## src/rtl/tlb_pkg.sv

```systemverilog
// shared TLB types and geometry: entry layout, entry word views and lookup result
// imported by every TLB module that touches an entry or a way result

package tlb_pkg;

  // ==================================================
  // geometry
  // ==================================================
  localparam int TLB_WAYS   = 4;  // ways, software picks the one to write
  localparam int TLB_SETS_W = 10; // 1024 sets per way
  localparam int PAGE_W     = 14; // 16 KiB pages
  localparam int TAG_LSB    = 24; // tag starts above the set index

  // way number as carried in tlbadr_i[11:10]
  typedef logic [1:0] way_sel_t;

  // ==================================================
  // entry layout, msb first
  // ==================================================
  typedef struct packed {
    logic [7:0]  asid; // address space id of the mapping
    logic        g;    // global, matches any asid
    logic        d;    // dirty, set by a write hit
    logic        a;    // accessed, set by any hit
    logic        rsvd; // kept as written
    logic [3:0]  acr;  // access rights handed to the core
    logic [15:0] tag;  // logical tag, low AWID-24 bits compared
    logic [31:0] ppn;  // physical page, low AWID-14 bits used
  } tlb_entry_t;

  // one RAM word: software moves it as raw bits, lookup and writeback
  // pick it apart as an entry
  typedef union packed {
    logic [63:0] raw; // tlbdat_i / tlbdat_o view
    tlb_entry_t  ent; // field view for compare and a/d update
  } tlb_word_u;

  // ==================================================
  // per-way lookup result
  // ==================================================
  typedef struct packed {
    logic        hit; // tag and asid (or g) matched
    logic [3:0]  acr; // rights of the matching entry
    logic [31:0] ppn; // page number of the matching entry
  } xlat_res_t;

endpackage

```

## src/rtl/tlb_xlat.sv

```systemverilog
// translation block of the TLB: xlaten edge detect, hit priority, output
// registers and the software way decode / read mux shared by all ways

`timescale 1ns/10ps

module tlb_xlat #(
  parameter int AWID = 32 // logical/physical address width, 40 max
) (
  input  logic                         clk_g,
  input  logic                         arst_n_i,
  input  logic                         xlaten_i,     // translate level
  input  logic                         we_i,         // access is a write
  input  logic                         umode_i,      // user mode, else supervisor
  input  logic                         iacc_i,       // instruction fetch
  input  logic [AWID-1:0]              ladr_i,       // data logical address
  input  logic [AWID-1:0]              iadr_i,       // fetch address
  input  logic                         wrtlb_i,      // software write strobe
  input  logic                         tlben_i,      // software access strobe
  input  logic [11:0]                  tlbadr_i,     // way in 11..10, set in 9..0
  input  tlb_pkg::xlat_res_t           way_res_i   [tlb_pkg::TLB_WAYS],
  input  tlb_pkg::tlb_word_u           way_rdata_i [tlb_pkg::TLB_WAYS],
  output logic [tlb_pkg::TLB_WAYS-1:0] sw_we_o,      // one-hot write strobe
  output logic                         lkup_start_o, // xlaten_i rising
  output logic                         upd_o,        // writeback pulse
  output logic                         dirty_o,      // we_i of the lookup
  output logic [AWID-1:0]              padr_o,
  output logic [3:0]                   acr_o,
  output logic                         tlbmiss_o,
  output logic [63:0]                  tlbdat_o
);
  import tlb_pkg::*;

  logic        xlat_q;   // xlaten_i history
  logic        lkup_vld; // RAM data belongs to this lookup
  logic        unmapped; // top 16 MiB, never translated
  logic        any_hit;
  logic [3:0]  sel_acr;
  logic [31:0] sel_ppn;
  way_sel_t    sw_way;
  way_sel_t    rd_way_q; // way of the read in flight

  // ==================================================
  // xlaten edges
  // ==================================================
  assign lkup_start_o = xlaten_i & ~xlat_q;
  assign lkup_vld     = xlaten_i & xlat_q; // second cycle on, RAM read has landed

  always_ff @(posedge clk_g or negedge arst_n_i) begin
    if (!arst_n_i) begin
      xlat_q  <= 1'b0;
      upd_o   <= 1'b0;
      dirty_o <= 1'b0;
    end else begin
      xlat_q <= xlaten_i;
      upd_o  <= xlat_q & ~xlaten_i;    // one cycle, right after the fall
      if (xlaten_i) dirty_o <= we_i;   // frozen once translation ends
    end
  end

  // ==================================================
  // hit select
  // ==================================================
  // walk down so the lowest hitting way is the one left standing
  always_comb begin
    any_hit = 1'b0;
    sel_acr = '0;
    sel_ppn = '0;
    for (int w = TLB_WAYS - 1; w >= 0; w--) begin
      if (way_res_i[w].hit) begin
        any_hit = 1'b1;
        sel_acr = way_res_i[w].acr;
        sel_ppn = way_res_i[w].ppn;
      end
    end
  end

  assign unmapped = &ladr_i[AWID-1:TAG_LSB]; // tag all ones

  // ==================================================
  // output registers
  // ==================================================
  always_ff @(posedge clk_g or negedge arst_n_i) begin
    if (!arst_n_i) begin
      padr_o    <= '0;
      acr_o     <= '0;
      tlbmiss_o <= 1'b0;
    end else if (lkup_vld) begin
      if (iacc_i) begin // fetch side is mapped elsewhere
        padr_o    <= iadr_i;
        acr_o     <= 4'b1111;
        tlbmiss_o <= 1'b0;
      end else if (!umode_i || unmapped) begin
        padr_o    <= ladr_i;
        acr_o     <= 4'b1111;
        tlbmiss_o <= 1'b0;
      end else if (any_hit) begin
        padr_o    <= {sel_ppn[AWID-PAGE_W-1:0], ladr_i[PAGE_W-1:0]};
        acr_o     <= sel_acr;
        tlbmiss_o <= 1'b0;
      end else begin
        tlbmiss_o <= 1'b1; // padr/acr keep the last good translation
      end
    end
  end

  // ==================================================
  // software port
  // ==================================================
  assign sw_way = tlbadr_i[TLB_SETS_W+1:TLB_SETS_W];

  always_comb begin
    for (int w = 0; w < TLB_WAYS; w++) begin
      sw_we_o[w] = wrtlb_i && (sw_way == way_sel_t'(w)); // RAM adds tlben_i
    end
  end

  always_ff @(posedge clk_g or negedge arst_n_i) begin
    if (!arst_n_i)    rd_way_q <= '0;
    else if (tlben_i) rd_way_q <= sw_way; // lines up with the RAM read register
  end

  assign tlbdat_o = way_rdata_i[rd_way_q].raw;

endmodule

```

## config.mk

```make
export PLATFORM = sky130hd
export DESIGN_NAME = tlb_xlat
export DESIGN_NICKNAME = d
export VERILOG_FILES = /design/src/rtl/tlb_pkg.sv /design/src/rtl/tlb_xlat.sv
export SDC_FILE = /design/constraint.sdc
export NUM_CORES = 1
export LEC_CHECK = 0
export BUFFER_PORTS_ARGS = -buffer_cell sky130_fd_sc_hd__clkbuf_2
export CORE_AREA = 2 2 235 237
export DETAILED_ROUTE_END_ITERATION = 7
export DIE_AREA = 0 0 237 239
export PLACE_DENSITY_LB_ADDON = 0.1
export SYNTH_ARGS = -nofsm -noshare
export SYNTH_HDL_FRONTEND = slang
export SYNTH_SLANG_ARGS = --single-unit
```

## constraint.sdc

```tcl
create_clock -name clk_g -period 2 [get_ports clk_g]
set_clock_uncertainty 0.05 [all_clocks]
set_input_delay 0.1 -clock clk_g [delete_from_list [all_inputs] [get_ports clk_g]]
set_output_delay 0.1 -clock clk_g [all_outputs]
set_load 0.005 [all_outputs]
```

==> results_dict.tcl, run 1 <==
set metrics [dict create \
    leakage_nw 4.01 \
    synth_flop_cell "dfrtp_1" \
    maxCapViolCount 0 \
    antenna_found_initial 5 \
    start_util_pct 8.05 \
    worst_slew_pin_slew_ns 0.911 \
    synth_seq_cells 42 \
    reg2reg_to "padr_o[4]" \
    io_pins 596 \
    synth_edf_count 0 \
    placed_area_mm2 0.00799 \
    design_area_mm2 0.00824 \
    overflow 0 \
    viasPerCell 3.61 \
    via_count 5711 \
    first_global_vias 6054 \
    row_count 86 \
    fin_crit_sh_pct 97.6 \
    port_buffers 529 \
    antenna_left 0 \
    hold_viol_final 0 \
    clock_latency_ns 0.30 \
    fmax_mhz 512 \
    grt_first_pass_wirelength_mm 42.7 \
    hpwl_mm 27.3 \
    final-setup-viol-count 0 \
    final_nets 1362 \
    syn_nets 836 \
    reg2reg_from "xlat_q" \
    dp.cells 1567 \
    synth_area_mm2 0.00438 \
    drc_errors 0 \
    clk_pin_slew_ns 0.08 \
    critPathBufInv 2 \
    core_area_mm2 0.0543 \
    critPathMaxStageDelay_ns 0.59 \
    crit_slowest_cell "mux4_2" \
    synthCells 348 \
    crit_family "multiplexers" \
    crit_fanout 34 \
    grt_usage_pct 10.3 \
    r2r_slack_ns 0.55 \
    cts.sinks 42 \
    post_cts_buffers 0 \
    numCtsBuffers 5 \
    die_y_um 239 \
    whs_endpoint "acr_o[2]" \
    cts_tree "done" \
    yosysSeqAreaShare_pct 24.0 \
    clock_tree.root_cell "clkbuf_16" \
    cp.required_ns 1.85 \
    yosysWarnings 0 \
    p_total_mw 4.08 \
    drt_iter0_markers 270 \
    cp-start-kind "register" \
    max-slew-margin-rel_pct 38.9 \
    crit_type "reg -> out" \
    period_needed_ns 1.95 \
    crit_chain "buf_16 -> mux4_2 -> clkbuf_2" \
    final_util_pct 15.2 \
    rsz0062_at_grt "yes" \
    slew_violations 0 \
    p_per_area_mw_per_mm2 496 \
    ys_types 41 \
    synth.avg_cell_area_um2 12.6 \
    wl_per_cell_um 19.7 \
    peakVddDrop_mv 0.265 \
    whs_path_depth 3 \
    wirelength_mm 31.1 \
    hp-class "in -> reg" \
    arrival_ns 1.80 \
    min_from "way_res_i[145]" \
    r2r_cells 4 \
    htree_levels 2 \
    gp_congestion 0.738 \
    outcome "complete, no violations" \
    area_delta_synth_final_pct 88.3 \
    clockBufferDepth 2 \
    die_area_mm2 0.0566 \
    fp.dieW_um 237 \
    grt_start_max_net_pins 66 \
    drt_first_pass_iters 4 \
    final_cells 1581 \
    end_kind "output port" \
    synthArstFlopShare_pct 100 \
    drive_gt1_share_pct 76.8 \
]
[power by group]
| group | internal, mW | switching, mW |
|---|---|---|
| logic | 1.06 | 0.816 |
| registers | 0.975 | 0.0879 |
| clock network | 0.720 | 0.427 |
[cell type report]
class / instances / area [um2]
fillers: 6183 / 46100
inverters: 11 / 41.3
clock buffers: 5 / 125
flip-flops and latches: 42 / 1060
diodes: 2 / 5.00
clock inverters: 3 / 68.8
well taps: 704 / 881
repair buffers: 563 / 2980
multi-input cells: 251 / 3080
[metal layers]
layer	global-route usage, %	part of all wire (%)	vias to the layer above
li1	-	-	2576
met1	12.8	41	2850
met2	17.4	49	251
met3	3.57	8.1	28
met4	1.73	1.4	6
met5	0	0.13	-
[Yosys cell counts, drive strengths merged (9+ instances only)]
| cell | number | area share (%) |
|---|---|---|
| a21o | 17 | 2.9 |
| a21oi | 12 | 1.4 |
| a221o | 10 | 2.3 |
| a221oi | 21 | 4.2 |
| buf | 13 | 2.1 |
| clkbuf | 31 | 2.7 |
| dfrtp | 42 | 24 |
| inv | 9 | 0.77 |
| mux2 | 31 | 8.0 |
| mux4 | 64 | 33 |
| o21ai | 10 | 1.4 |
| o221a | 10 | 2.6 |
| o221ai | 18 | 3.6 |
| o2bb2ai | 18 | 3.6 |
[worst min-delay path, cell delays in order]
cell and delay, ns:
clkbuf_2 0.08, a211oi_1 0.06, mux2i_1 0.11
[kinds of logic after synthesis]
kind of cell           Yosys count  synth area share (%)
AND/OR/NAND/NOR                 22                  3.63
buffers and inverters           55                  5.72
AO/OA/AOI/OAI                  130                  24.8
flip-flops                      42                  24.0
multiplexers                    99                  41.8
[state kept, by name, summed over array words and instances (netlist names)]
name and flops:
xlat_q 1, acr_o 4, tlbmiss_o 1, upd_o 1, rd_way_q 2, padr_o 32, dirty_o 1
[stage by stage]
stage | setup slack (ns) | hold WS (ns) | setup TNS [ns]
3_5_place_dp | -0.176 | 0.00780 | -1.75
6_report | 0.0473 | 0.0351 | 0
4_1_cts | -0.0109 | 0.0188 | -0.0109
3_3_place_gp | -0.201 | 0.0157 | -2.09
5_1_grt | -0.0515 | 0.0491 | -0.0950
2_1_floorplan | 0.183 | -0.246 | 0
[what timing repair did]
action	4_1_cts	5_1_grt
resized for setup	1	0
setup endpoints to repair	1	4
endpoints found under the hold margin	20	0
hold buffers	4	0
[worst max-delay path by stage]
stage	to	cells after the start	startpoint	slack, ns
3_3_place_gp	padr_o[21]	6	way_res_i[73]	-0.20
5_1_grt	tlbdat_o[13]	3	rd_way_q[0]	-0.05
6_report	tlbdat_o[13]	3	rd_way_q[0]	0.05
3_5_place_dp	padr_o[27]	5	way_res_i[73]	-0.18
2_1_floorplan	padr_o[10]	6	way_res_i[147]	0.18
4_1_cts	tlbdat_o[13]	3	rd_way_q[0]	-0.01
[cells in the final DEF (no fill, tap or decap), types with 5 or more instances in the layout]
cell	count
o2bb2ai_1	18
a221o_1	10
a21oi_1	12
inv_1	9
a21o_1	17
o21ai_0	8
dfrtp_1	40
mux4_2	64
clkbuf_16	5
mux2_2	25
a221oi_1	21
mux2_1	6
o211a_1	8
buf_4	25
o221a_2	10
o221ai_1	18
clkbuf_2	529
nand3b_1	5
Note: power is estimated with default switching activity, not from simulation.
==> run 2: changes to the inputs <==
BUFFER_PORTS_ARGS = -buffer_cell sky130_fd_sc_hd__buf_4   (was -buffer_cell sky130_fd_sc_hd__clkbuf_2)
CORE_AREA = 4 4 230 232   (was 2 2 235 237)
DIE_AREA = 0 0 234 236   (was 0 0 237 239)
==> run 2 against run 1 <==
Against the previous run:
- first-iteration DRC count shrank 34%
- wire length grew 9.4%
- global-route usage grew 1.0 points
- design area grew 15%
- clock-buffer cell count is the same
- fmax grew 2.1%
- non-clock buffer count grew 1
- die area shrank 2.5%
- critical path type unchanged
- largest cell class is now buffers
==> results_dict.tcl, run 2 (same netlist as run 1, synthesis figures left out) <==
set metrics [dict create \
    outcome "complete, no violations" \
    critPathBufInv 2 \
    final_cell_mix "buf_4, mux4_2, dfrtp_1" \
    antenna_found_initial 7 \
    htree_levels 2 \
    grt_usage_pct 11.3 \
    top_layer "met5" \
    design_area_mm2 0.00951 \
    crit_chain "buf_12 -> mux4_2 -> buf_6" \
    multi_input_area_mm2 0.00308 \
    placed_area_mm2 0.00928 \
    hp-class "in -> reg" \
    cp-start-kind "register" \
    clock_latency_ns 0.30 \
    fin_crit_sh_pct 95.7 \
    die_area_mm2 0.0552 \
    first_global_vias 6014 \
    final_nets 1363 \
    row_count 83 \
    drt_first_pass_iters 4 \
    wl_per_cell_um 21.8 \
    maxCapViolCount 0 \
    slew_violations 0 \
    core_area_mm2 0.0510 \
    drt_iter0_markers 179 \
    port_buffers 529 \
    cts_tree "done" \
    period_needed_ns 1.91 \
    fmax_mhz 523 \
    fillers 5655 \
    drc_errors 0 \
    start_util_pct 8.58 \
    rsz0062_at_grt "no" \
    dp_slack_ns -0.0407 \
    crit_slowest_cell "mux4_2" \
    drive_gt1_share_pct 76.7 \
    clock_tree.root_cell "clkbuf_16" \
    io_pins 596 \
    clk_pin_slew_ns 0.07 \
    peakVddDrop_mv 0.267 \
    dr_wl_met3_mm 3.03 \
    fp.dieW_um 234 \
    end_kind "output port" \
    met1_length_mm 13.0 \
    regMostFlops "padr_o" \
    overflow 0 \
    worst_slew_pin_slew_ns 1.19 \
    die_y_um 236 \
    grt_first_pass_wirelength_mm 45.5 \
    fin_ws_ns 0.0867 \
    wirelength_mm 34.0 \
    gp_congestion 0.839 \
    viasPerCell 3.64 \
    crit_type "reg -> out" \
    arrival_ns 1.76 \
    layout_commonest_cell "buf_4" \
    area_delta_synth_final_pct 117 \
    routed-wl-met2_mm 17.7 \
    hpwl_mm 29.7 \
    cp.required_ns 1.85 \
    leakage_nw 4.34 \
    via_count 5671 \
    critPathMaxStageDelay_ns 0.57 \
    p_total_mw 4.26 \
    largest_reg_flops 32 \
    crit_fanout 17 \
    cts.sinks 42 \
    hold_viol_final 0 \
    final-setup-viol-count 0 \
    numCtsBuffers 5 \
    max-slew-margin-rel_pct 20.4 \
    p_per_area_mw_per_mm2 448 \
    clockBufferDepth 2 \
    crit_family "multiplexers" \
    reg.largest.list "padr_o x32, acr_o x4, rd_way_q x2" \
    antenna_left 0 \
    seqCellArea_mm2 0.00106 \
    grt_start_max_net_pins 43 \
]
## run 2: changes by cell type in the layout (fill, tap and decap cells not counted)
cell,delta
buf_16,-1
nor3b_2,+1
bufinv_16,-2
clkinv_2,+2
buf_6,+3
clkinv_4,-1
nor3b_4,-1
clkbuf_2,-529
dlygate4sd3_1,+1
inv_6,+1
buf_4,+525
buf_12,+2
diode_2,+2
## run 2: where the power goes
part | switching (mW) | total, mW | internal, mW | leakage, nW
Combinational | 0.819 | 2.29 | 1.47 | 3.77
Sequential | 0.101 | 1.08 | 0.974 | 0.494
Clock | 0.433 | 0.899 | 0.466 | 0.0740
Total | 1.35 | 4.26 | 2.91 | 4.34
## run 2: path summary, 6_finish.rpt
kind | from | to | slack [ns] | cells past startpoint
worst max-delay path | rd_way_q[0] | tlbdat_o[35] | 0.09 | 3
worst max register to register | rd_way_q[0] | rd_way_q[0] | 0.43 | 2
worst min register to register | padr_o[13] | padr_o[13] | 0.45 | 1
min in group asynchronous | arst_n_i | padr_o[10] | 0.32 | 2
max in group asynchronous | arst_n_i | rd_way_q[0] | 1.07 | 2
worst min-delay path | tlbadr_i[11] | rd_way_q[1] | 0.03 | 2
## run 2: area by class of cell
type,count,area share [%]
repair buffers,564,45.6
multi-input cells,251,32.3
flip-flops and latches,42,11.1
well taps,680,8.95
clock buffers,5,1.32
inverters,11,0.434
clock inverters,3,0.197
diodes,4,0.105
## run 2: repair_timing
item / CTS / global route
hold endpoints to repair: 47 / 0
pin swaps: 0 / 0
setup endpoints to repair: 16 / 3
hold buffers: 5 / 0
buffers inserted: 2 / 0
gates cloned: 0 / 0
resized for setup: 0 / 3
## run 2: per-layer routing
metal	global-route usage (%)	vias to the layer above
li1	-	2587
met1	13.2	2773
met2	20.6	285
met3	3.72	20
met4	1.57	6
met5	0	-
## run 2: metrics by stage
| step | TNS [ns] | hold WS (ns) | std cells | util [%] |
|---|---|---|---|---|
| floorplan | 0 | -0.246 | 348 | - |
| global placement | -0.0300 | 0.139 | 1541 | 18.2 |
| detailed placement | -0.0702 | 0.130 | 1541 | 18.2 |
| CTS | 0 | 0.0127 | 1556 | 18.6 |
| global route | 0 | 0.0233 | 1560 | 18.7 |
| finish | 0 | 0.0296 | 1560 | 18.7 |
==> run 3: changes to the inputs <==
CORE_AREA = 2 2 234 236   (was 4 4 230 232)
DIE_AREA = 0 0 236 238   (was 0 0 234 236)
SKIP_LAST_GASP = 1   (was not set)
==> run 3 against run 2 <==
Against the previous run:
- clock-buffer cell count increased by 1
- global-route usage increased by 0.35 points
- core utilization decreased by 0.89 points
- critical path depth unchanged
- critical path type unchanged
- critical endpoint is now tlbdat_o[5]
- largest cell class unchanged
==> results_dict.tcl, run 3 (same netlist as run 1, synthesis figures left out) <==
set metrics [dict create \
    grt_first_pass_wirelength_mm 47.5 \
    p_switching_mw 1.33 \
    area_delta_synth_final_pct 117 \
    largest_reg_flops 32 \
    fin_ws_ns 0.0642 \
    clk_pin_slew_ns 0.06 \
    whs_endpoint "rd_way_q[0]" \
    regMostFlops "padr_o" \
    final_nets 1362 \
    drc_errors 0 \
    max-slew-margin-rel_pct 18.5 \
    hp-class "in -> reg" \
    viasPerCell 3.59 \
    final_cell_mix "buf_4, mux4_2, dfrtp_1" \
    outcome "complete, no violations" \
    die_y_um 238 \
    crit_fanout 17 \
    first_global_vias 6137 \
    period_needed_ns 1.94 \
    clock_tree.root_cell "clkbuf_16" \
    drt_iter0_markers 272 \
    core_area_mm2 0.0535 \
    cts.repair.resized 0 \
    p_per_area_mw_per_mm2 446 \
    cts.sinks 42 \
    maxCapViolCount 0 \
    clock_latency_ns 0.29 \
    layout_commonest_cell "buf_4" \
    routed-wl-met2_mm 17.4 \
    cp-start-kind "register" \
    cts_tree "done" \
    peakVddDrop_mv 0.266 \
    clockBufferDepth 2 \
    reg2reg_from "xlat_q" \
    overflow 0 \
    min_from "tlbadr_i[10]" \
    comb_power_share_pct 54.3 \
    dp_slack_ns -0.0700 \
    fin_crit_sh_pct 96.8 \
    clkPwrFrac_pct 20.4 \
    whs_path_depth 2 \
    critPathMaxStageDelay_ns 0.57 \
    dr_wl_met3_mm 2.64 \
    reg.largest.list "padr_o x32, acr_o x4, rd_way_q x2" \
    grt_usage_pct 11.7 \
    hold_viol_final 0 \
    antenna_found_initial 5 \
    die_area_mm2 0.0562 \
    reg2reg_to "padr_o[26]" \
    wl_per_cell_um 21.9 \
    fillers 6008 \
    end_kind "output port" \
    p_sw_share_pct 31.4 \
    leakage_nw 4.33 \
    worst_slew_pin_slew_ns 1.22 \
    gp_congestion 0.818 \
    htree_levels 2 \
    hpwl_mm 29.9 \
    via_count 5642 \
    final_cells 1572 \
    drt_first_pass_iters 4 \
    final-setup-viol-count 0 \
    antenna_left 0 \
    numCtsBuffers 5 \
    row_count 85 \
    start_util_pct 8.18 \
    fmax_mhz 517 \
    grt_start_max_net_pins 66 \
    dp.cells 1557 \
    r2r_slack_ns 0.55 \
    top_layer "met5" \
    drive_gt1_share_pct 76.7 \
    met1_length_mm 14.1 \
    internal_power_mw 2.91 \
    r2r_cells 4 \
    fp.dieW_um 236 \
    cp.required_ns 1.85 \
    crit_slowest_cell "dfrtp_4" \
    p_seq_share_pct 25.3 \
    finalSetupTns_ns 0 \
    arrival_ns 1.79 \
    rsz0062_at_grt "yes" \
    crit_type "reg -> out" \
    crit_chain "buf_12 -> mux4_2 -> buf_4" \
    port_buffers 529 \
    io_pins 596 \
    slew_violations 0 \
    wirelength_mm 34.4 \
]
run 3: timing repair:
action                     4_1_cts  5_1_grt
hold endpoints to repair        46        0
setup buffers                    2        0
hold buffers                     4        0
setup endpoints to repair       51       20
run 3: worst max-delay path: cells and delay by family, from the launching register on:
| kind | cells | cell delay (ns) |
|---|---|---|
| muxes | 1 | 0.52 |
| DFF | 1 | 0.57 |
| buffers and inverters | 2 | 0.40 |
run 3: worst max path at each step:
stage,slack [ns],start,to,cells past startpoint
after CTS,0.005,rd_way_q[0],tlbdat_o[5],3
after floorplan,0.18,way_res_i[147],padr_o[10],6
after detailed placement,-0.07,way_res_i[110],padr_o[23],6
final,0.06,rd_way_q[0],tlbdat_o[5],3
after global routing,-0.04,rd_way_q[0],tlbdat_o[8],3
after global placement,-0.07,way_res_i[110],padr_o[23],6
run 3: power groups by stage:
stage	combinational, mW	sequential, mW	clock, mW
3_5_place_dp	2.33	1.09	0
5_1_grt	2.48	1.09	0.950
6_report	2.30	1.07	0.864
4_1_cts	2.35	1.08	0.921
2_1_floorplan	0.824	1.06	0
3_3_place_gp	2.33	1.09	0
run 3: routing by layer:
| metal | GRT usage (%) | vias up |
|---|---|---|
| met5 | 0 | - |
| met4 | 1.31 | 2 |
| met3 | 3.57 | 18 |
| met2 | 20.3 | 259 |
| met1 | 14.6 | 2784 |
| li1 | - | 2579 |
run 3: area by class of cell:
| type | count | area, um2 | area share, % |
|---|---|---|---|
| repair buffers | 563 | 4310 | 45.4 |
| multi-input cells | 251 | 3080 | 32.4 |
| flip-flops and latches | 42 | 1060 | 11.1 |
| well taps | 696 | 871 | 9.17 |
| clock buffers | 6 | 129 | 1.36 |
| inverters | 11 | 41.3 | 0.435 |
| clock inverters | 2 | 13.8 | 0.145 |
| diodes | 1 | 2.50 | 0.0263 |
run 3: through the flow:
step	area [um2]	hold WS, ns	total power, mW	utilization [%]
after detailed placement	9300	0.119	3.42	17.4
after CTS	9500	0.00674	4.35	17.8
after floorplan	4380	-0.246	1.88	-
after global placement	9300	0.127	3.43	17.4
after global routing	9500	0.0216	4.52	17.8
final	9500	0.0238	4.23	17.8
